$ cat src/hdl/excl_pkg.sv
package excl_pkg;

    // Byte address, data and strobe widths of every channel
    localparam int ADDR_W = 16;
    localparam int DATA_W = 32;
    localparam int STRB_W = 4;

    // Transaction ID carried through to the response
    localparam int ID_W = 4;

    // Memory depth in words, byte addresses 0 to 1023
    localparam int MEM_WORDS = 256;

    // Word index width and the byte offset bits below it
    localparam int MEM_AW = $clog2(MEM_WORDS);
    localparam int WORD_LSB = $clog2(STRB_W);

    // AXI response encodings
    typedef enum logic [1:0] {
        RESP_OKAY   = 2'b00,
        RESP_EXOKAY = 2'b01,
        RESP_SLVERR = 2'b10,
        RESP_DECERR = 2'b11
    } resp_t;

    // Read request, single beat
    typedef struct packed {
        logic [ID_W-1:0]   id;
        logic [ADDR_W-1:0] addr;
        logic              lock;
    } rd_req_t;

    // Read response
    typedef struct packed {
        logic [ID_W-1:0]   id;
        logic [DATA_W-1:0] data;
        resp_t             resp;
    } rd_rsp_t;

    // Write request, address and data in one beat
    typedef struct packed {
        logic [ID_W-1:0]   id;
        logic [ADDR_W-1:0] addr;
        logic [DATA_W-1:0] data;
        logic [STRB_W-1:0] strb;
        logic              lock;
    } wr_req_t;

    // Write response
    typedef struct packed {
        logic [ID_W-1:0] id;
        resp_t           resp;
    } wr_rsp_t;

endpackage

$ cat src/hdl/exclusive_monitor.sv
module exclusive_monitor
    import excl_pkg::*;
(
    input  logic              clk,
    input  logic              rst_n,
    // Read side
    input  logic              rd_valid,
    output logic              rd_ready,
    input  rd_req_t           rd,
    output logic              rd_rsp_valid,
    input  logic              rd_rsp_ready,
    output rd_rsp_t           rd_rsp,
    // Write side
    input  logic              wr_valid,
    output logic              wr_ready,
    input  wr_req_t           wr,
    output logic              wr_rsp_valid,
    input  logic              wr_rsp_ready,
    output wr_rsp_t           wr_rsp,
    // Memory side, shared by reads and writes
    output logic              mem_valid,
    input  logic              mem_ready,
    output logic              mem_we,
    output wr_req_t           mem_req,
    input  logic              mem_rsp_valid,
    output logic              mem_rsp_ready,
    input  logic [DATA_W-1:0] mem_rsp_data,
    input  resp_t             mem_rsp_resp
);

    typedef enum logic [1:0] {
        ST_IDLE,
        ST_READ,
        ST_WRITE
    } state_t;

    state_t state;

    // Single reservation
    logic              res_valid;
    logic [ADDR_W-1:0] res_addr;
    logic [ID_W-1:0]   res_id;

    // Context of the transaction in flight
    logic [ADDR_W-1:0] cur_addr;
    logic [ID_W-1:0]   cur_id;
    logic              cur_promote;
    logic              cur_clear;

    logic  wr_hit;
    logic  wr_excl_ok;
    logic  rd_acc;
    logic  wr_acc;
    logic  rsp_done;
    resp_t rsp_code;

    // Write lands in the reserved word
    assign wr_hit = res_valid &&
                    (wr.addr[ADDR_W-1:WORD_LSB] == res_addr[ADDR_W-1:WORD_LSB]);
    // Exclusive write passes only with matching address and ID
    assign wr_excl_ok = wr.lock && wr_hit && (wr.id == res_id);

    // Writes win over reads in idle
    assign wr_ready = (state == ST_IDLE) && mem_ready;
    assign rd_ready = (state == ST_IDLE) && !wr_valid && mem_ready;
    assign mem_valid = (state == ST_IDLE) && (wr_valid || rd_valid);
    assign mem_we = wr_valid;

    assign wr_acc = wr_valid && wr_ready;
    assign rd_acc = rd_valid && rd_ready;

    always_comb begin
        if (wr_valid) begin
            mem_req = wr;
            // Failed exclusive write reaches memory with no byte enabled
            if (wr.lock && !wr_excl_ok) begin
                mem_req.strb = '0;
            end
        end else begin
            mem_req.id   = rd.id;
            mem_req.addr = rd.addr;
            mem_req.data = '0;
            mem_req.strb = '0;
            mem_req.lock = rd.lock;
        end
    end

    // Response path follows the state that issued the request
    assign rd_rsp_valid = (state == ST_READ) && mem_rsp_valid;
    assign wr_rsp_valid = (state == ST_WRITE) && mem_rsp_valid;
    assign mem_rsp_ready = ((state == ST_READ) && rd_rsp_ready) ||
                           ((state == ST_WRITE) && wr_rsp_ready);
    assign rsp_done = mem_rsp_valid && mem_rsp_ready;

    // OKAY becomes EXOKAY for a successful exclusive, errors pass unchanged
    assign rsp_code = (mem_rsp_resp == RESP_OKAY && cur_promote) ? RESP_EXOKAY : mem_rsp_resp;

    assign rd_rsp = '{id: cur_id, data: mem_rsp_data, resp: rsp_code};
    assign wr_rsp = '{id: cur_id, resp: rsp_code};

    always_ff @(posedge clk) begin
        if (!rst_n) begin
            state     <= ST_IDLE;
            res_valid <= 1'b0;
        end else begin
            case (state)
                ST_IDLE: begin
                    if (wr_acc) begin
                        state <= ST_WRITE;
                    end else if (rd_acc) begin
                        state <= ST_READ;
                    end
                end
                ST_READ: begin
                    if (rsp_done) begin
                        state <= ST_IDLE;
                        // Locked read takes the reservation
                        if (cur_promote && mem_rsp_resp == RESP_OKAY) begin
                            res_valid <= 1'b1;
                        end
                    end
                end
                ST_WRITE: begin
                    if (rsp_done) begin
                        state <= ST_IDLE;
                        // Store-conditional success or plain write to reserved word
                        if (cur_clear && mem_rsp_resp == RESP_OKAY) begin
                            res_valid <= 1'b0;
                        end
                    end
                end
                default: state <= ST_IDLE;
            endcase
        end
    end

    // Reservation address and ID follow the locked read on success
    always_ff @(posedge clk) begin
        if (state == ST_READ && rsp_done && cur_promote && mem_rsp_resp == RESP_OKAY) begin
            res_addr <= cur_addr;
            res_id   <= cur_id;
        end
    end

    // Capture the request context at acceptance
    always_ff @(posedge clk) begin
        if (wr_acc) begin
            cur_addr    <= wr.addr;
            cur_id      <= wr.id;
            cur_promote <= wr_excl_ok;
            cur_clear   <= wr_excl_ok || (!wr.lock && wr_hit);
        end else if (rd_acc) begin
            cur_addr    <= rd.addr;
            cur_id      <= rd.id;
            cur_promote <= rd.lock;
            cur_clear   <= 1'b0;
        end
    end

endmodule

$ cat config.mk
export PLATFORM = sky130hd
export DESIGN_NAME = exclusive_monitor
export DESIGN_NICKNAME = d
export VERILOG_FILES = /design/src/hdl/excl_pkg.sv /design/src/hdl/exclusive_monitor.sv
export SDC_FILE = /design/constraint.sdc
export NUM_CORES = 1
export LEC_CHECK = 0
export ABC_AREA = 1
export BUFFER_PORTS_ARGS = -buffer_cell sky130_fd_sc_hd__buf_2
export CAP_MARGIN = 20
export CELL_PAD_IN_SITES_DETAIL_PLACEMENT = 0
export CELL_PAD_IN_SITES_GLOBAL_PLACEMENT = 1
export CORE_MARGIN = 4
export CORE_UTILIZATION = 26
export DETAILED_ROUTE_END_ITERATION = 8
export GPL_TIMING_DRIVEN = 0
export HOLD_SLACK_MARGIN = 0.05
export PLACE_DENSITY_LB_ADDON = 0.2
export REMOVE_ABC_BUFFERS = 1
export SLEW_MARGIN = 10
export SYNTH_ARGS = -nofsm -noshare
export SYNTH_HDL_FRONTEND = slang
export SYNTH_SLANG_ARGS = --single-unit
$ cat constraint.sdc
create_clock -name clk -period 2.76 [get_ports clk]
set_input_delay 0 -clock clk [delete_from_list [all_inputs] [get_ports clk]]
set_output_delay 0 -clock clk [all_outputs]
set_load 0.01 [all_outputs]
==> results.rst <==
.. list-table::
   :header-rows: 1

   * - Metric
     - Value
   * - Post-cts sizing count
     - 0
   * - Die width
     - between 100 and 150 um
   * - Total wire length
     - 9510 um
   * - Unrepaired setup endpoints after global routing
     - no
   * - FF-to-FF End
     - cur_addr[11]$_DFFE_PP_
   * - Total routing usage reported by global routing
     - 0.146
   * - Share of flip-flops with an asynchronous set or reset
     - 0
   * - EDFF count, synth
     - 38
   * - Count of endpoints failing hold in the final timing report
     - 0
   * - Cell depth of the worst hold path
     - 3
   * - Clock period minus final worst setup slack
     - between 2000 and 2500 ps
   * - Row cnt
     - 38
   * - CTS root buf
     - sky130_fd_sc_hd__clkbuf_8
   * - Initial Util
     - 0.265
   * - Vias per Instance
     - approximately 4.1
   * - Diodes inserted
     - 0
   * - Distinct cell type count of the synthesized netlist
     - 23
   * - Overflow after GRT
     - 0
   * - Number of max-slew violations in the final report
     - 0
   * - Clk Latency, worst-skew pair
     - 290 ps
   * - Global-route wire length before repair
     - around 15000 um
   * - First drt pass iteration count
     - 4
   * - Number of cells on the worst reg-to-reg path
     - 6
   * - Gate count of the mapped netlist
     - between 400 and 500
   * - Reg2reg setup slack
     - 370 ps
   * - Number of maximum-capacitance violations
     - 0
   * - Max Freq
     - roughly 0.42 GHz
   * - Length of routed met2 wiring
     - between 4000 and 5000 um
   * - Iteration-0 DRC count of the detailed router
     - 86
   * - Sum of net half-perimeters after detailed placement
     - around 7200 um
   * - Clk buf depth
     - 2
   * - Die outline area
     - around 13000 um2
   * - # setup viols final
     - 0
   * - Last weighted congestion value of the routability-driven placer
     - 0.708
   * - Most common cell after layout, fill and taps aside
     - sky130_fd_sc_hd__buf_2
   * - Height of the die
     - 113 um
   * - Clock edge transition at the registers on the reported setup and hold paths
     - around 80 ps
   * - Fin nets
     - between 700 and 800
   * - Number of CTS-inserted buffers
     - 5
   * - Pleak
     - about 2.4 nW
   * - Power density over cell area
     - around 480 nW/um2
   * - Clock H-tree levels
     - 2
   * - Storage cell area
     - around 1200 um2
   * - WS Path Type
     - reg2reg
   * - Post-route clock period utilization
     - 0.865
   * - Most used cells in the layout excluding fill and tap cells
     - sky130_fd_sc_hd__buf_2 (163), sky130_fd_sc_hd__nand2_1 (143), sky130_fd_sc_hd__inv_1 (90)
   * - Status
     - completed
   * - Clock net sink count
     - a little over 40
   * - Number of buffers inserted by post-CTS setup repair
     - 0
   * - Area of the core
     - roughly 11000 um2
   * - Area of the mapped netlist
     - 2870 um2
   * - Port Buffers
     - approximately 160
   * - DRC violation count after routing
     - 0
   * - Core utilization of the finished layout
     - 0.390
   * - Origin of the critical flop-to-flop path
     - state[0]$_SDFFE_PN0P_
   * - Vias in the first global route
     - between 2000 and 3000
   * - Required @ worst endpoint
     - 2800 ps
   * - Worst Max-Slew Pin Slew
     - 793 ps
   * - Worst endpoint data arrival time
     - roughly 2400 ps
   * - Antenna violations before repair
     - 0
   * - Routed via count
     - 2939
   * - WL per Instance
     - about 13 um
   * - Wire length on met1
     - approximately 4300 um
   * - Seq cells post-synth
     - 41
   * - Worst Hold Launch
     - rd[13]
   * - Number of antenna-violating nets in the routed design
     - 0
   * - Startpoint kind of the worst setup timing path
     - register
   * - Avg Inst Size Synth
     - 7.06 um2
   * - I/O pin count
     - approximately 230
   * - Synth Warn #
     - 0
   * - Share of the yosys chip area belonging to registers
     - 0.419
   * - Top post-synthesis cells by area
     - sky130_fd_sc_hd__edfxtp_1 (40%), sky130_fd_sc_hd__nand2_1 (19%), sky130_fd_sc_hd__inv_1 (12%)
   * - Crit path capture type
     - register
   * - Fraction of final layout cells with drive strength greater than 1
     - 0.314
   * - Fill cell total of the finished layout
     - 1160
   * - Combined area of the multi-input logic cells
     - just under 1000 um2
   * - CTS tree
     - yes
   * - Wire length on met3
     - about 770 um
   * - Worst clock skew
     - ~7.4 ps
   * - Maximum number of pins on one net before global-route repair
     - slightly below 50
   * - Largest area contributor in the netlist
     - sky130_fd_sc_hd__edfxtp_1
   * - Highest metal layer with signal wires
     - met4
   * - Synth-to-layout area growth
     - 46.8%
   * - Hold EP
     - cur_addr[12]$_DFFE_PP_
   * - Predominant post-synthesis flop cell
     - sky130_fd_sc_hd__edfxtp_1
   * - Proportion of netlist area held by the largest area contributor
     - 0.398
   * - Peak fanout along the critical path
     - 37
   * - Worst vdd ir
     - about 0.23 mV
   * - Kind of path behind the tightest hold check
     - in2reg
   * - Hold WS
     - 63.9 ps
   * - Slew margin rel.
     - 0.471
## through the flow
step	total power, mW	TNS (ps)	std cells	instance area, um2	setup slack, ps
2_1_floorplan	1.17	0	355	2510	275
3_3_place_gp	1.45	-27380	658	3510	-1370
3_5_place_dp	1.48	0	662	3570	418
4_1_cts	2.05	0	722	4210	353
5_1_grt	2.17	0	722	4210	202
6_report	2.01	0	722	4210	372
## report_power, final
group          internal, mW  leakage, nW  total (mW)  switching, mW
Clock                 0.266       0.0518       0.475          0.209
Sequential            0.799        0.376       0.826         0.0270
Combinational         0.296         1.94       0.711          0.415
Total                  1.36         2.37        2.01          0.650
## Yosys cell counts, types with 2 or more instances
cell type                  number
sky130_fd_sc_hd__edfxtp_1      38
sky130_fd_sc_hd__nor3_1         2
sky130_fd_sc_hd__nor2_2         3
sky130_fd_sc_hd__clkbuf_1       2
sky130_fd_sc_hd__buf_2         10
sky130_fd_sc_hd__o21ai_0       39
sky130_fd_sc_hd__nand3_1        3
sky130_fd_sc_hd__nand2_1      143
sky130_fd_sc_hd__buf_4         39
sky130_fd_sc_hd__a21oi_1        7
sky130_fd_sc_hd__nor2_1        14
sky130_fd_sc_hd__inv_1         90
sky130_fd_sc_hd__dfxtp_1        3
sky130_fd_sc_hd__xnor2_1        2
sky130_fd_sc_hd__ha_1           3
## critical path: stages (launching register included)
cell	delay [ps]
sky130_fd_sc_hd__dfxtp_1	340
sky130_fd_sc_hd__inv_1	80
sky130_fd_sc_hd__ha_1	220
sky130_fd_sc_hd__nand2_1	130
sky130_fd_sc_hd__nor2_4	620
sky130_fd_sc_hd__o21ai_0	160
sky130_fd_sc_hd__dlygate4sd3_1	590
## registers in the layout, summed over array words and instances, names as in the netlist
signal	cells
res_addr	14
cur_id	4
cur_promote	1
cur_addr	14
res_id	4
cur_clear	1
res_valid	1
state	2
## kinds of logic (layout without fill, tap and decap cells)
family          after synthesis  after routing  share of synthesized area
compound gates               49             49                     0.0873
xor+xnor                      2              2                    0.00611
fa+ha+maj                     3              3                     0.0131
buf+inv                     142            318                      0.241
flops                        41             41                      0.419
simple gates                169            169                      0.233
## final cells by class
type	count	area share
tap	140	0.0417
multi-input combinational	223	0.233
clock inverter	3	0.00982
timing repair buffer	219	0.332
inverter	91	0.0812
sequential	41	0.286
clock buffer	5	0.0164
## worst max path at each step
stage	from	end	slack, ps	depth (start not counted)
floorplan	state[0]$_SDFFE_PN0P_	cur_addr[10]$_DFFE_PP_	270	4
global placement	wr_valid	cur_addr[14]$_DFFE_PP_	-1370	3
detailed placement	wr_valid	cur_addr[15]$_DFFE_PP_	420	7
CTS	state[0]$_SDFFE_PN0P_	cur_addr[11]$_DFFE_PP_	350	6
global route	state[0]$_SDFFE_PN0P_	cur_id[1]$_DFFE_PP_	200	6
finish	state[0]$_SDFFE_PN0P_	cur_addr[11]$_DFFE_PP_	370	6
## what timing repair did
action                                 CTS  global route
hold buffers                            52             0
endpoints found under the hold margin   51             0
setup endpoints to repair                0             0
## per-layer routing
layer,vias up,track usage
met5,-,0
met4,0,0.0401
met3,8,0.0428
met2,124,0.232
met1,1280,0.195
li1,1527,-
(Power assumes the default switching activity.)
