===== config.mk =====
export PLATFORM = sky130hd
export DESIGN_NAME = txn_arbiter
export DESIGN_NICKNAME = d
export VERILOG_FILES = /design/src/hdl/excl_pkg.sv /design/src/hdl/txn_arbiter.sv
export SDC_FILE = /design/constraint.sdc
export NUM_CORES = 1
export LEC_CHECK = 0
export ABC_AREA = 1
export BUFFER_PORTS_ARGS = -buffer_cell sky130_fd_sc_hd__buf_2
export CAP_MARGIN = 40
export CELL_PAD_IN_SITES_DETAIL_PLACEMENT = 1
export CELL_PAD_IN_SITES_GLOBAL_PLACEMENT = 1
export CORE_ASPECT_RATIO = 2
export CORE_MARGIN = 4
export CORE_UTILIZATION = 15
export CTS_BUF_LIST = sky130_fd_sc_hd__clkbuf_4 sky130_fd_sc_hd__clkbuf_8
export DETAILED_ROUTE_END_ITERATION = 12
export PLACE_DENSITY_LB_ADDON = 0.25
export SYNTH_ARGS = -nofsm -noshare
export SYNTH_HDL_FRONTEND = slang
export SYNTH_SLANG_ARGS = --single-unit

===== constraint.sdc =====
create_clock -name clk -period 1.7 [get_ports clk]
set_input_delay 0.085 -clock clk [delete_from_list [all_inputs] [get_ports clk]]
set_output_delay 0.085 -clock clk [all_outputs]
set_load 0.005 [all_outputs]

===== src/hdl/excl_pkg.sv =====
package excl_pkg;

    // Byte address, data and strobe widths of every channel
    localparam int ADDR_W = 16;
    localparam int DATA_W = 32;
    localparam int STRB_W = 4;

    // Transaction ID carried through to the response
    localparam int ID_W = 4;

    // Memory depth in words, byte addresses 0 to 1023
    localparam int MEM_WORDS = 256;

    // Word index width and the byte offset bits below it
    localparam int MEM_AW = $clog2(MEM_WORDS);
    localparam int WORD_LSB = $clog2(STRB_W);

    // AXI response encodings
    typedef enum logic [1:0] {
        RESP_OKAY   = 2'b00,
        RESP_EXOKAY = 2'b01,
        RESP_SLVERR = 2'b10,
        RESP_DECERR = 2'b11
    } resp_t;

    // Read request, single beat
    typedef struct packed {
        logic [ID_W-1:0]   id;
        logic [ADDR_W-1:0] addr;
        logic              lock;
    } rd_req_t;

    // Read response
    typedef struct packed {
        logic [ID_W-1:0]   id;
        logic [DATA_W-1:0] data;
        resp_t             resp;
    } rd_rsp_t;

    // Write request, address and data in one beat
    typedef struct packed {
        logic [ID_W-1:0]   id;
        logic [ADDR_W-1:0] addr;
        logic [DATA_W-1:0] data;
        logic [STRB_W-1:0] strb;
        logic              lock;
    } wr_req_t;

    // Write response
    typedef struct packed {
        logic [ID_W-1:0] id;
        resp_t           resp;
    } wr_rsp_t;

endpackage


===== src/hdl/txn_arbiter.sv =====
module txn_arbiter
    import excl_pkg::*;
#(
    parameter type req_t = rd_req_t,
    parameter type rsp_t = rd_rsp_t
) (
    input  logic       clk,
    input  logic       rst_n,
    // Master side, index 0 is m0
    input  logic [1:0] req_valid,
    output logic [1:0] req_ready,
    input  req_t [1:0] req,
    output logic [1:0] rsp_valid,
    input  logic [1:0] rsp_ready,
    output rsp_t [1:0] rsp,
    // Downstream side toward the monitor
    output logic       out_valid,
    input  logic       out_ready,
    output req_t       out_req,
    input  logic       in_valid,
    output logic       in_ready,
    input  rsp_t       in_rsp
);

    // Transaction in flight, waiting for its response
    logic busy;
    // Master that owns the transaction in flight
    logic owner;
    // Master with priority at the next arbitration
    logic prio;
    // Master selected this cycle
    logic pick;

    // Priority master wins if valid, otherwise the other one
    assign pick = req_valid[prio] ? prio : ~prio;

    // Nothing is offered downstream while a response is pending
    assign out_valid = !busy && (req_valid != 2'b00);
    assign out_req = req[pick];

    always_comb begin
        req_ready = 2'b00;
        rsp_valid = 2'b00;
        // Only the selected master sees ready
        req_ready[pick] = out_valid && out_ready;
        // Response steered to the owner
        rsp_valid[owner] = busy && in_valid;
    end

    assign in_ready = busy && rsp_ready[owner];

    // Payload goes to both, rsp_valid picks the receiver
    assign rsp = {in_rsp, in_rsp};

    always_ff @(posedge clk) begin
        if (!rst_n) begin
            busy  <= 1'b0;
            owner <= 1'b0;
            prio  <= 1'b0;
        end else if (out_valid && out_ready) begin
            busy  <= 1'b1;
            owner <= pick;
        end else if (in_valid && in_ready) begin
            busy <= 1'b0;
            // Hand priority to the other master after each response
            prio <= ~owner;
        end else if (out_valid) begin
            // Stalled request keeps the selection until it is taken
            prio <= pick;
        end
    end

endmodule


==> results of run 1 <==
flip-flops by register name (all words and copies together), names as in the netlist:
| name | cells |
|---|---|
| busy | 1 |
| prio | 1 |
| owner | 1 |
cell usage in the layout (no fill, tap or decap), drive strengths merged:
cell	n
inv	9
clkbuf	4
a21oi	4
nor3	2
buf	77
nand3	5
o21ai	1
nand2	73
dfxtp	3
nor2	4
cells by family (layout without fill, tap and decap cells):
family / after synthesis / count (layout)
DFF: 3 / 3
buffers and inverters: 89 / 90
and+or+nand+nor: 84 / 84
AOI/OAI and AO/OA: 5 / 5
path summary, 6_finish.rpt:
path                      start            endpoint  slack (ns)
max reg2reg   prio$_SDFFE_PN0P_  owner$_SDFFE_PN0P_        0.58
min                       rst_n   prio$_SDFFE_PN0P_        0.12
min reg2reg  owner$_SDFFE_PN0P_  owner$_SDFFE_PN0P_        0.52
max           prio$_SDFFE_PN0P_          out_req[2]        0.28
routing by layer:
layer	track usage, %	routed length, microns	vias up
met5	0	0	-
met2	14.79	1776	71
met3	2.126	511	55
met1	5.070	782	413
met4	10.29	372	0
li1	-	-	471
stage by stage:
| stage | power, mW | hold WS [ns] | setup slack, ns |
|---|---|---|---|
| 2_1_floorplan | 0.3830 | 0.2166 | 0.8086 |
| 3_3_place_gp | 0.3933 | 0.1701 | 0.4642 |
| 3_5_place_dp | 0.3952 | 0.1701 | 0.4649 |
| 4_1_cts | 0.6239 | 0.1202 | 0.2288 |
| 5_1_grt | 0.6705 | 0.1499 | 0.1495 |
| 6_report | 0.6067 | 0.1249 | 0.2801 |
where the power goes:
part / internal [mW] / switching [mW]
sequential: 0.0781 / 0.00668
clock: 0.176 / 0.0480
combinational: 0.135 / 0.163
total: 0.389 / 0.217
synthesized netlist by cell type, drive strengths merged:
library cell | instances | area (sq um)
a21oi | 4 | 23.77
buf | 80 | 603.1
dfxtp | 3 | 60.06
inv | 9 | 33.78
nand2 | 73 | 276.5
nand3 | 5 | 25.02
nor2 | 4 | 17.52
nor3 | 2 | 10.01
o21ai | 1 | 5.000
worst max-delay path: cells and delay by family (launching register included):
| kind | cells | cell delay (ns) |
|---|---|---|
| flip-flops | 1 | 0.33 |
| AND/OR/NAND/NOR | 4 | 0.31 |
| buffers and inverters | 3 | 0.47 |
final cells by class:
cell class              instances  area, sq um
fillers                       936         5886
flip-flops and latches          3        60.06
clock buffers                   4        48.80
repair buffers                 77        387.9
well taps                      90        112.6
multi-input cells              89        357.8
inverters                       9        33.78
==> results summary, run 1 <==
Along the worst path, the maximum fanout reaches 23. The critical path goes through inv_2 > nand2_1 > nand2_2 > inv_2 > nand2_1 > nand2_1 > buf_2. The wire length per cell is roughly 13 microns. The achievable frequency is 704.3 MHz. At the end of the flow the core is filled with cells to 14.53%. The number of nets in the synthesized netlist came out at 269. In this run the post-CTS setup repair buffer count came out at 0.

The number of standard cells in the layout, taps in and fillers out came out at 272. The tree is rooted in a clkbuf_8. For this run the aggregate overflow at the end of global routing stands at 0. The final worst clock skew is approximately 0.0021 ns. Across the run, the number of max-cap violations was 0.

The initial antenna violation count came out at 0. The H-tree depth reported by CTS came out at 1. The antenna diode count is 0. The static leakage is 0.6388 nW. The number of warnings reported in the yosys synthesis log came out at 0. The global-route wire length before repair is slightly above 5 mm.

The remaining antenna violation count is 0. The total placed instance area came out at approximately 950 sq um. The total routing resource utilization after global routing came out at 8.060%. The via count of the first global-routing pass came out at 1091.

The final-layout setup total negative slack came out at 0 ns. The area of the placeable core is 0.006887 sq mm. The run finished with clean final reports. The worst hold path cell count came out at 3.

The fraction of the mapped netlist area in adder cells came out at 0%. The die width came out at 67.30 microns. During I/O placement, the number of pins put on the boundary was approximately 190. The final net count is 271. The number of hold buffers added after CTS was 0.

The total of endpoints with negative setup slack in the final report came out at 0. The CTS tree is yes. The via density per instance is 3.713. The clock period could shrink to 1.420 ns. The area growth from synthesis to layout came out at -5.101%. Among all stages on the critical path, the largest delay is contributed by dfxtp_1. The final count of pins violating max slew is 0. The simple-gate share of the synthesized area came out at 31.20%.

At the pin with the least slew margin, the transition time is 0.4257 ns. The count of routing violations after the opening detailed-route iteration came out at 14. The later pin in the worst-skew pair is clocked with a latency of between 0.2 and 0.25 ns.

The element type at the critical path end is a primary output. Once detailed placement completed, the half-perimeter wirelength came to just under 3 mm. The placed instance count is 268. Entering global routing, the biggest net connects 24 pins.

The post-synthesis compound-gate area fraction is around 2.7%. The total wirelength of the detailed-routed design came out at between 3 and 4 mm. For this run, the detailed router's first-pass iteration total came to 2.

The count of cell types in the netlist is 15. Of the available clock period, the critical path in the final layout requires approximately 84%. The largest single stage delay on the critical path is roughly 0.33 ns. Synthesis inferred 3 register bits. The quantity of I/O buffers inserted on ports came out at 76. The combinational family with the most area after synthesis is buffers and inverters.

The worst min-delay path category is input port to flop. The floorplan die area came out at around 0.0085 sq mm. The routability congestion estimate from global placement is 0.6283. Gates resized during post-CTS repair numbered 0. The post-route netlist has 48.35% of its cells at a drive strength greater than 1. The number of placement rows is 43. After synthesis, the share of cell area in mux cells is 0%. The fraction of synthesized cell area in xor and xnor cells is 0%. The cell area after synthesis is 0.001055 sq mm. The data arrival time at the worst-slack endpoint came out at 1.33 ns. The total number of vias is roughly 1k. The instance count of the mapped netlist came out at 181. For the worst setup path, the data required time is 1.62 ns. The total power density per cell area is 606.1 mW/mm^2. For this configuration, the core starts out at a cell density of 15.32%. Of the synthesized area, sequential elements account for 5.694%.

The worst-case IR drop observed on VDD is 122.2 uV. The floorplan die height is 126.6 microns. In this design, the critical path's most frequently occurring cell is nand2_1.

Counting cells, the worst reg-to-reg path comes to 6. The CTS clock-pin slew for the worst setup and hold paths came out at 0.03 ns. Setup repair after global routing left no endpoint under its margin. The detailed-route DRC error count came out at 0. The maximum clock insertion buffer count is 2. The CTS buffer count is 3. The synthesized area divided by synthesized cell count came out at 5.827 sq um. The clock net sink count is 3. The startpoint type of the worst setup path is a flop. Measured against its own limit, the worst slew margin works out to between 70% and 80%. The final count of hold timing violations is 0. The area of all placed cells without fillers is between 0.001 and 0.0015 sq mm. The category of the critical setup timing path is flop to primary output.
(Power assumes the default switching activity.)
==> run 2: changes to the inputs <==
Settings changed: ABC_AREA 1 to 0, CORE_UTILIZATION 15 to 14.
Clock period 1.7 ns to 1.14 ns, I/O delays scaled along.
==> results summary, run 2 <==
The flow ran to the end, but the final reports show violations. The checks that failed: negative setup slack. The synthesized design spends more area on one cell type than any other, namely buf_4. The placed instance count is 222 (-17%). The part of the total power dissipated in the clock network is 37.8% (+0.9 points). The CTS buffer count was 3 (unchanged).

The worst setup path is captured at a primary output. The sequential fraction of the synthesis area is 5.832% (+0.14 points). The count of cell types in the netlist is 20 (+5).

The actual transition at the worst max-transition pin is 0.2094 ns (-0.2163 ns). The floorplan die area came out at 0.008875 sq mm (+4.2%). The wire length per cell came out at 14.29 microns (+13%). Setup repair after global routing could not meet its margin everywhere.

The total of endpoints with negative setup slack in the final report is 23 (+23). The number of warnings reported in the yosys synthesis log came out at 0 (unchanged). The number of placement rows is 44 (+2.3%). In the final layout, the registers with the most flip-flops are busy: 1 flops, owner: 1 flops, prio: 1 flops. The total wirelength of the detailed-routed design came out at 3.229 mm (-6.2%). The sum of net half-perimeters after detailed placement is 2.850 mm (-2.1%). The portion of the clock cycle consumed by the worst path in the final layout is 131.2%.

The internal cell power is 638.3 uW (+64%). The cell area after synthesis came to 0.001030 sq mm (-2.4%). The global-route wire length before repair is 4.195 mm (-17%). The largest fanout of any net on the critical path is 22 (-4.3%).

The source-to-sink clock delay at the later pin of the worst-skew pair is 0.22 ns (about the same). The via density per instance came out at 3.580 (-3.6%). The switching power of the nets came out at 250.9 uW (+15%). The count of routing violations after the opening detailed-route iteration came to 9 (-5). The synthesized area divided by synthesized cell count is 8.304 sq um (+43%). The length of the first detailed-routing pass in iterations came out at 4 (+2). The remaining antenna violation count came out at 0 (unchanged). The maximum clock insertion buffer count is 2 (unchanged). For the finished layout, the period the worst path requires is 1.496 ns. The number of top-level pins is 191 (unchanged). The routability congestion estimate from global placement came out at 0.6426 (+2.3%). The final-layout fill cell count came to 869 (-7.2%). The proportion of layout cells with a drive suffix above 1 is 91.04% (+43 points). Clock tree synthesis selected as its root buffer the cell clkbuf_8. The post-layout total power was 889.3 uW (+47%).

The final count of hold timing violations is 0 (unchanged). The total routing resource utilization after global routing came out at 6.589% (-1.5 points). The CTS clock-pin slew for the worst setup and hold paths is 0.03 ns (about the same). The detailed-route DRC error count is 0 (unchanged). The data arrival time at the worst-slack endpoint came to 1.44 ns (+0.11 ns). The category of the critical setup timing path is flop to primary output. The CTS tree is yes.

The pin count of the biggest net entering global routing is 23 (-4.2%). The number of synthesized register bits came out at 3 (unchanged). Yosys attributes the largest share of cell area to buf_4 (55%), mux2_2 (22%), dfxtp_1 (5.8%). The number of standard cells in the layout, taps in and fillers out is 226 (-17%). buf_4 is the most common cell in the netlist. The register share of total power is 14.1% (about the same).

The relative slew slack came out at 85.76% (+14 points). The total grt overflow came out at 0 (unchanged). The antenna diode count is 0 (unchanged). The final worst clock skew is 0.001882 ns (-0.0001990 ns). The instance count of the mapped netlist came out at 124 (-31%). The H-tree depth reported by CTS came out at 1 (unchanged). In the synthesized netlist, the cells that appear most often are buf_4 (76), mux2_2 (20), nand2_1 (4), nor2_1 (4), dfxtp_1 (3). The share of the synthesized area in the top cell type is 55.41% (+1.3 points). Among all stages on the critical path, the largest delay is contributed by mux2_2. Traced cell by cell, the critical path runs through nor2_2 > a21oi_2 > buf_12 > mux2_2 > buf_2. The static leakage came out at 0.5580 nW (-13%). STA classifies the critical path startpoint as a flop. Leaving out fill and tap cells, the most frequent cells in the layout are buf_2 (76), mux2_2 (20), buf_4 (7). The critical path's largest stage delay is 0.35 ns (+0.02 ns).

The area growth from synthesis to layout is 7.533%. The number of nets in the synthesized netlist is 212 (-21%). The quantity of I/O buffers inserted on ports is 76 (unchanged). The library cell used most frequently in the layout, excluding fill and tap cells, is buf_2.

The starting density of the core came to 14.28% (-1.0 points). The achievable frequency is 668.4 MHz. The post-route worst setup slack was -0.3561 ns (-0.6362 ns). The total power density per cell area is 803.1 mW/mm^2 (+33%). The worst min-delay path category is input port to flop. The initial antenna violation count was 0 (unchanged). The required time of the critical path is 1.08 ns (-0.54 ns). The count of max-cap constraint violations came to 0 (unchanged). The area of the placeable core is 0.007212 sq mm (+4.7%). The floorplan die height came out at 129.3 microns (+2.1%). The clock net sink count came out at 3 (unchanged). The die width was 68.65 microns (+2.0%). The count of flip-flops with a built-in enable after synthesis came out at 0 (unchanged). The final count of pins violating max slew came to 0 (unchanged).

The switching fraction of total power is 28.22% (-7.6 points). The combinational cell fraction of total power came out at 48.1% (-1.0 points). The total number of vias is 809 (-20%). The via count of the first global-routing pass came out at 876 (-20%). The peak supply drop is 903.5 uV (+640%). The final net count came out at 223 (-18%). The async set or reset register ratio after synthesis is 0% (unchanged). In the synthesized netlist the dominant register cell turns out to be dfxtp_1.
-- run 2: cell types whose count changed after synthesis, sizes merged, moves of 2 or more --
cell and change:
a21oi -2, mux2 +21, nor3b +2, inv -9, buf -2, nor3 -2
nand3 -5, nand2 -69
-- run 2: repair_timing --
item / CTS / global route
setup endpoints to repair: 25 / 27
buffers inserted: 0 / 1
hold buffers: 0 / 0
pin swaps: 2 / 3
gates resized for setup: 7 / 6
-- run 2: path summary, 6_finish.rpt --
kind,startpoint,depth (start not counted),slack [ns],end
worst min register to register,busy$_SDFFE_PN0P_,3,0.63,busy$_SDFFE_PN0P_
worst max register to register,busy$_SDFFE_PN0P_,4,0.04,prio$_SDFFE_PN0P_
worst min-delay path,rst_n,2,0.09,prio$_SDFFE_PN0P_
worst max-delay path,prio$_SDFFE_PN0P_,5,-0.36,out_req[20]
-- run 2: cells by family after synthesis --
family | synth area share (%)
AOI/OAI and AO/OA | 6.075
buffers and inverters | 57.59
DFF | 5.833
muxes | 23.94
and+or+nand+nor | 6.561
-- run 2: metrics by stage --
stage	worst slack [ns]	instance area (sq um)	setup TNS, ns	hold slack [ns]	utilization, %
final	-0.3561	1107	-7.310	0.09006	15.35
after global routing	-0.4305	1107	-8.990	0.09569	15.35
after CTS	-0.3868	1080	-7.905	0.08929	14.97
after detailed placement	-0.1601	1006	-3.008	0.1141	13.95
after global placement	-0.1453	1006	-2.682	0.1141	13.95
after floorplan	-0.02334	1031	-0.4190	0.1830	-
-- run 2: critical path: cells and delay by family, from the launching register on --
family,cells,cell delay [ns]
muxes,1,0.35
DFF,1,0.34
and+or+nand+nor,1,0.05
AOI/OAI and AO/OA,1,0.15
buffers and inverters,2,0.32
-- run 2: per-layer routing --
layer | routed length [microns] | GRT usage, %
met5 | 0 | 0
met4 | 142 | 4.807
met3 | 701 | 3.122
met2 | 1662 | 13.41
met1 | 723 | 3.680
-- run 2: power groups by stage --
stage	registers [mW]	clock network, mW	logic (mW)
3_5_place_dp	0.124	0	0.413
3_3_place_gp	0.124	0	0.413
4_1_cts	0.124	0.345	0.429
5_1_grt	0.126	0.361	0.476
6_report	0.125	0.336	0.428
2_1_floorplan	0.125	0	0.394
-- run 2: area by class of cell --
type	instances	area, sq um	area share, %
Timing Repair Buffer	84	452.9	40.90
Multi-Input combinational cell	43	426.7	38.53
Tap cell	92	115.1	10.40
Sequential cell	3	63.81	5.763
Clock buffer	4	48.80	4.407
==> run 3: changes to the inputs <==
Settings changed: PLACE_DENSITY from default to 0.91, PLACE_DENSITY_LB_ADDON 0.25 to default.
==> results summary, run 3 (synthesized netlist as in run 2, its figures left out) <==
The worst setup path is captured at a primary output. The global-route wire length before repair came out at 4.215 mm (+0.48%). The final-layout setup total negative slack is -7.815 ns (-0.5052 ns). The floorplan die area is 0.008875 sq mm (unchanged). The final net count came out at 222 (-0.45%). The total of hold buffers inserted after clock tree synthesis came to 0 (unchanged). The final critical path time including I/O delays and setup came out at 1.520 ns (+0.02365 ns). The wire length per cell came out at 15.81 microns (+11%).

The number of placement rows came out at 44 (unchanged). The CTS tree is yes. The share of the core filled with cells is 15.11% (-0.24 points).

The flow ran to the end, but the final reports show violations. The total grt overflow is 0 (unchanged). The routability congestion estimate from global placement came out at 0.5751 (-11%). The largest registers in the layout are busy: 1 flops, owner: 1 flops, prio: 1 flops. The detailed-route DRC error count came out at 0 (unchanged). The H-tree depth reported by CTS was 1 (unchanged). The total number of vias is 813 (+0.49%). The floorplan die height is 129.3 microns (unchanged). The actual transition at the worst max-transition pin came out at 0.2259 ns (+0.01653 ns). The source-to-sink clock delay at the later pin of the worst-skew pair is 0.21 ns (about the same). The static leakage came to 0.5532 nW (-0.87%).

The post-layout total power is 872.6 uW (-1.9%). The final-layout fill cell count came out at 883 (+1.6%). The relative slew slack came out at 84.81% (-0.95 points). The total placed instance area is 968.4 sq um (-3.7%). The number of top-level pins came to 191 (unchanged). The met3 track demand over resource was 2.082% (-1.0 points). The met1 global-route usage came out at 3.838% (+0.16 points). The sum of net half-perimeters after detailed placement came out at 3.061 mm (+7.4%). The proportion of layout cells with a drive suffix above 1 was 86.47% (-4.6 points). The antenna diode count is 0 (unchanged). The largest fanout of any net on the critical path was 22 (unchanged). The achievable frequency is 658.0 MHz (-1.6%). The die width is 68.65 microns (unchanged).

The total of endpoints with negative setup slack in the final report came out at 24 (+4.3%). The count of routing violations after the opening detailed-route iteration is 7 (-2). The setup path with the least slack is of type flop to primary output. In this run the most used layer during global routing was met4. Setup repair after global routing could not meet its margin everywhere. The maximum clock insertion buffer count came out at 2 (unchanged). The initial antenna violation count came out at 0 (unchanged). The library cell used most frequently in the layout, excluding fill and tap cells, is buf_2. The global-route track usage on met2 is 11.15% (-2.3 points). The worst setup path is launched from a flop.

The post-route worst setup slack is -0.3798 ns (-0.02365 ns). The via count of the first global-routing pass came out at 868 (-0.91%). The library cells used most frequently in the layout, excluding fill and tap cells, are buf_2 (75), mux2_2 (19), buf_4 (7). The starting density of the core came to 14.28% (unchanged). The worst slack at placement is -0.1881 ns (-0.02808 ns).

The final count of pins violating max slew came out at 0 (unchanged). The final reports fail on negative setup slack. The internal reg-to-reg setup slack is -0.03 ns (-0.07 ns). The total power density per cell area is 800.7 mW/mm^2 (-0.29%). The remaining antenna violation count was 0 (unchanged). The clock net sink count came to 3 (unchanged).

The number of standard cells in the layout, taps in and fillers out came to 225 (-0.44%). The final count of hold timing violations was 0 (unchanged). The via density per instance came out at 3.613 (+0.94%). The quantity of I/O buffers inserted on ports came out at 76 (unchanged). The data arrival time at the worst-slack endpoint is 1.46 ns (+0.02 ns). The peak supply drop came out at 206.8 uV (-77%). The area growth from synthesis to layout came out at 5.833%.

The portion of the clock cycle consumed by the worst path in the final layout is 133.3% (+2.1 points). The placed instance count is 217 (-2.3%). The pin count of the biggest net entering global routing is 23 (unchanged). The area of the placeable core was 0.007212 sq mm (unchanged). The count of max-cap constraint violations was 0 (unchanged). The total wirelength of the detailed-routed design came out at 3.558 mm (+10%). The root buffer cell chosen for the clock tree is clkbuf_8. The CTS clock-pin slew for the worst setup and hold paths is 0.03 ns (about the same).

The worst hold-check slack is 0.1050 ns (+0.01493 ns). The final worst clock skew was 0.001728 ns (-0.0001532 ns). The CTS buffer count came out at 3 (unchanged). The required time of the critical path came to 1.08 ns (about the same).

The length of the first detailed-routing pass in iterations came out at 2 (-2). The total routing resource utilization after global routing is 6.983% (+0.39 points). The area of all placed cells without fillers is 0.001090 sq mm (-1.6%).

The tightest min-delay check is of the input port to flop type.
## run 3: cell types whose count changed in the layout (fill, tap and decap cells not counted), moves of 3 or more
cell | before | now
dfxtp_2 | 3 | 0
nand2_2 | 3 | 0
nand2_1 | 1 | 4
dfxtp_4 | 0 | 3
## run 3: worst max-delay path, stage by stage (launching register included)
cell and delay (ns):
dfxtp_4 0.36, nor2_2 0.05, a21oi_2 0.16, buf_12 0.19, mux2_2 0.35, buf_2 0.13
## run 3: power by group
part           switching, mW  internal (mW)  leakage [nW]  total (mW)
Combinational          0.159          0.255         0.500       0.414
Sequential            0.0126          0.114        0.0267       0.127
Clock                 0.0694          0.262        0.0262       0.331
## run 3: layer usage
layer | share of wire, % | vias up
li1 | - | 351
met1 | 24 | 322
met2 | 42 | 75
met3 | 18 | 65
met4 | 16 | 0
met5 | 0 | -
## run 3: cell type report
| type | count | area (sq um) | share of cell area, % |
|---|---|---|---|
| repair buffers | 83 | 447.9 | 41.10 |
| multi-input cells | 43 | 406.6 | 37.31 |
| well taps | 92 | 115.1 | 10.56 |
| flip-flops and latches | 3 | 71.32 | 6.544 |
| clock buffers | 4 | 48.80 | 4.478 |
## run 3: worst paths after layout
path	to	depth (start not counted)	startpoint
worst max-delay path	out_req[7]	5	prio$_SDFFE_PN0P_
worst min-delay path	prio$_SDFFE_PN0P_	2	rst_n
worst max register to register	prio$_SDFFE_PN0P_	4	busy$_SDFFE_PN0P_
worst min register to register	owner$_SDFFE_PN0P_	2	owner$_SDFFE_PN0P_
## run 3: timing repair
item	CTS	global route
gates resized for setup	8	4
pin swaps	1	0
setup buffers	4	0
endpoints found under the setup margin	25	26
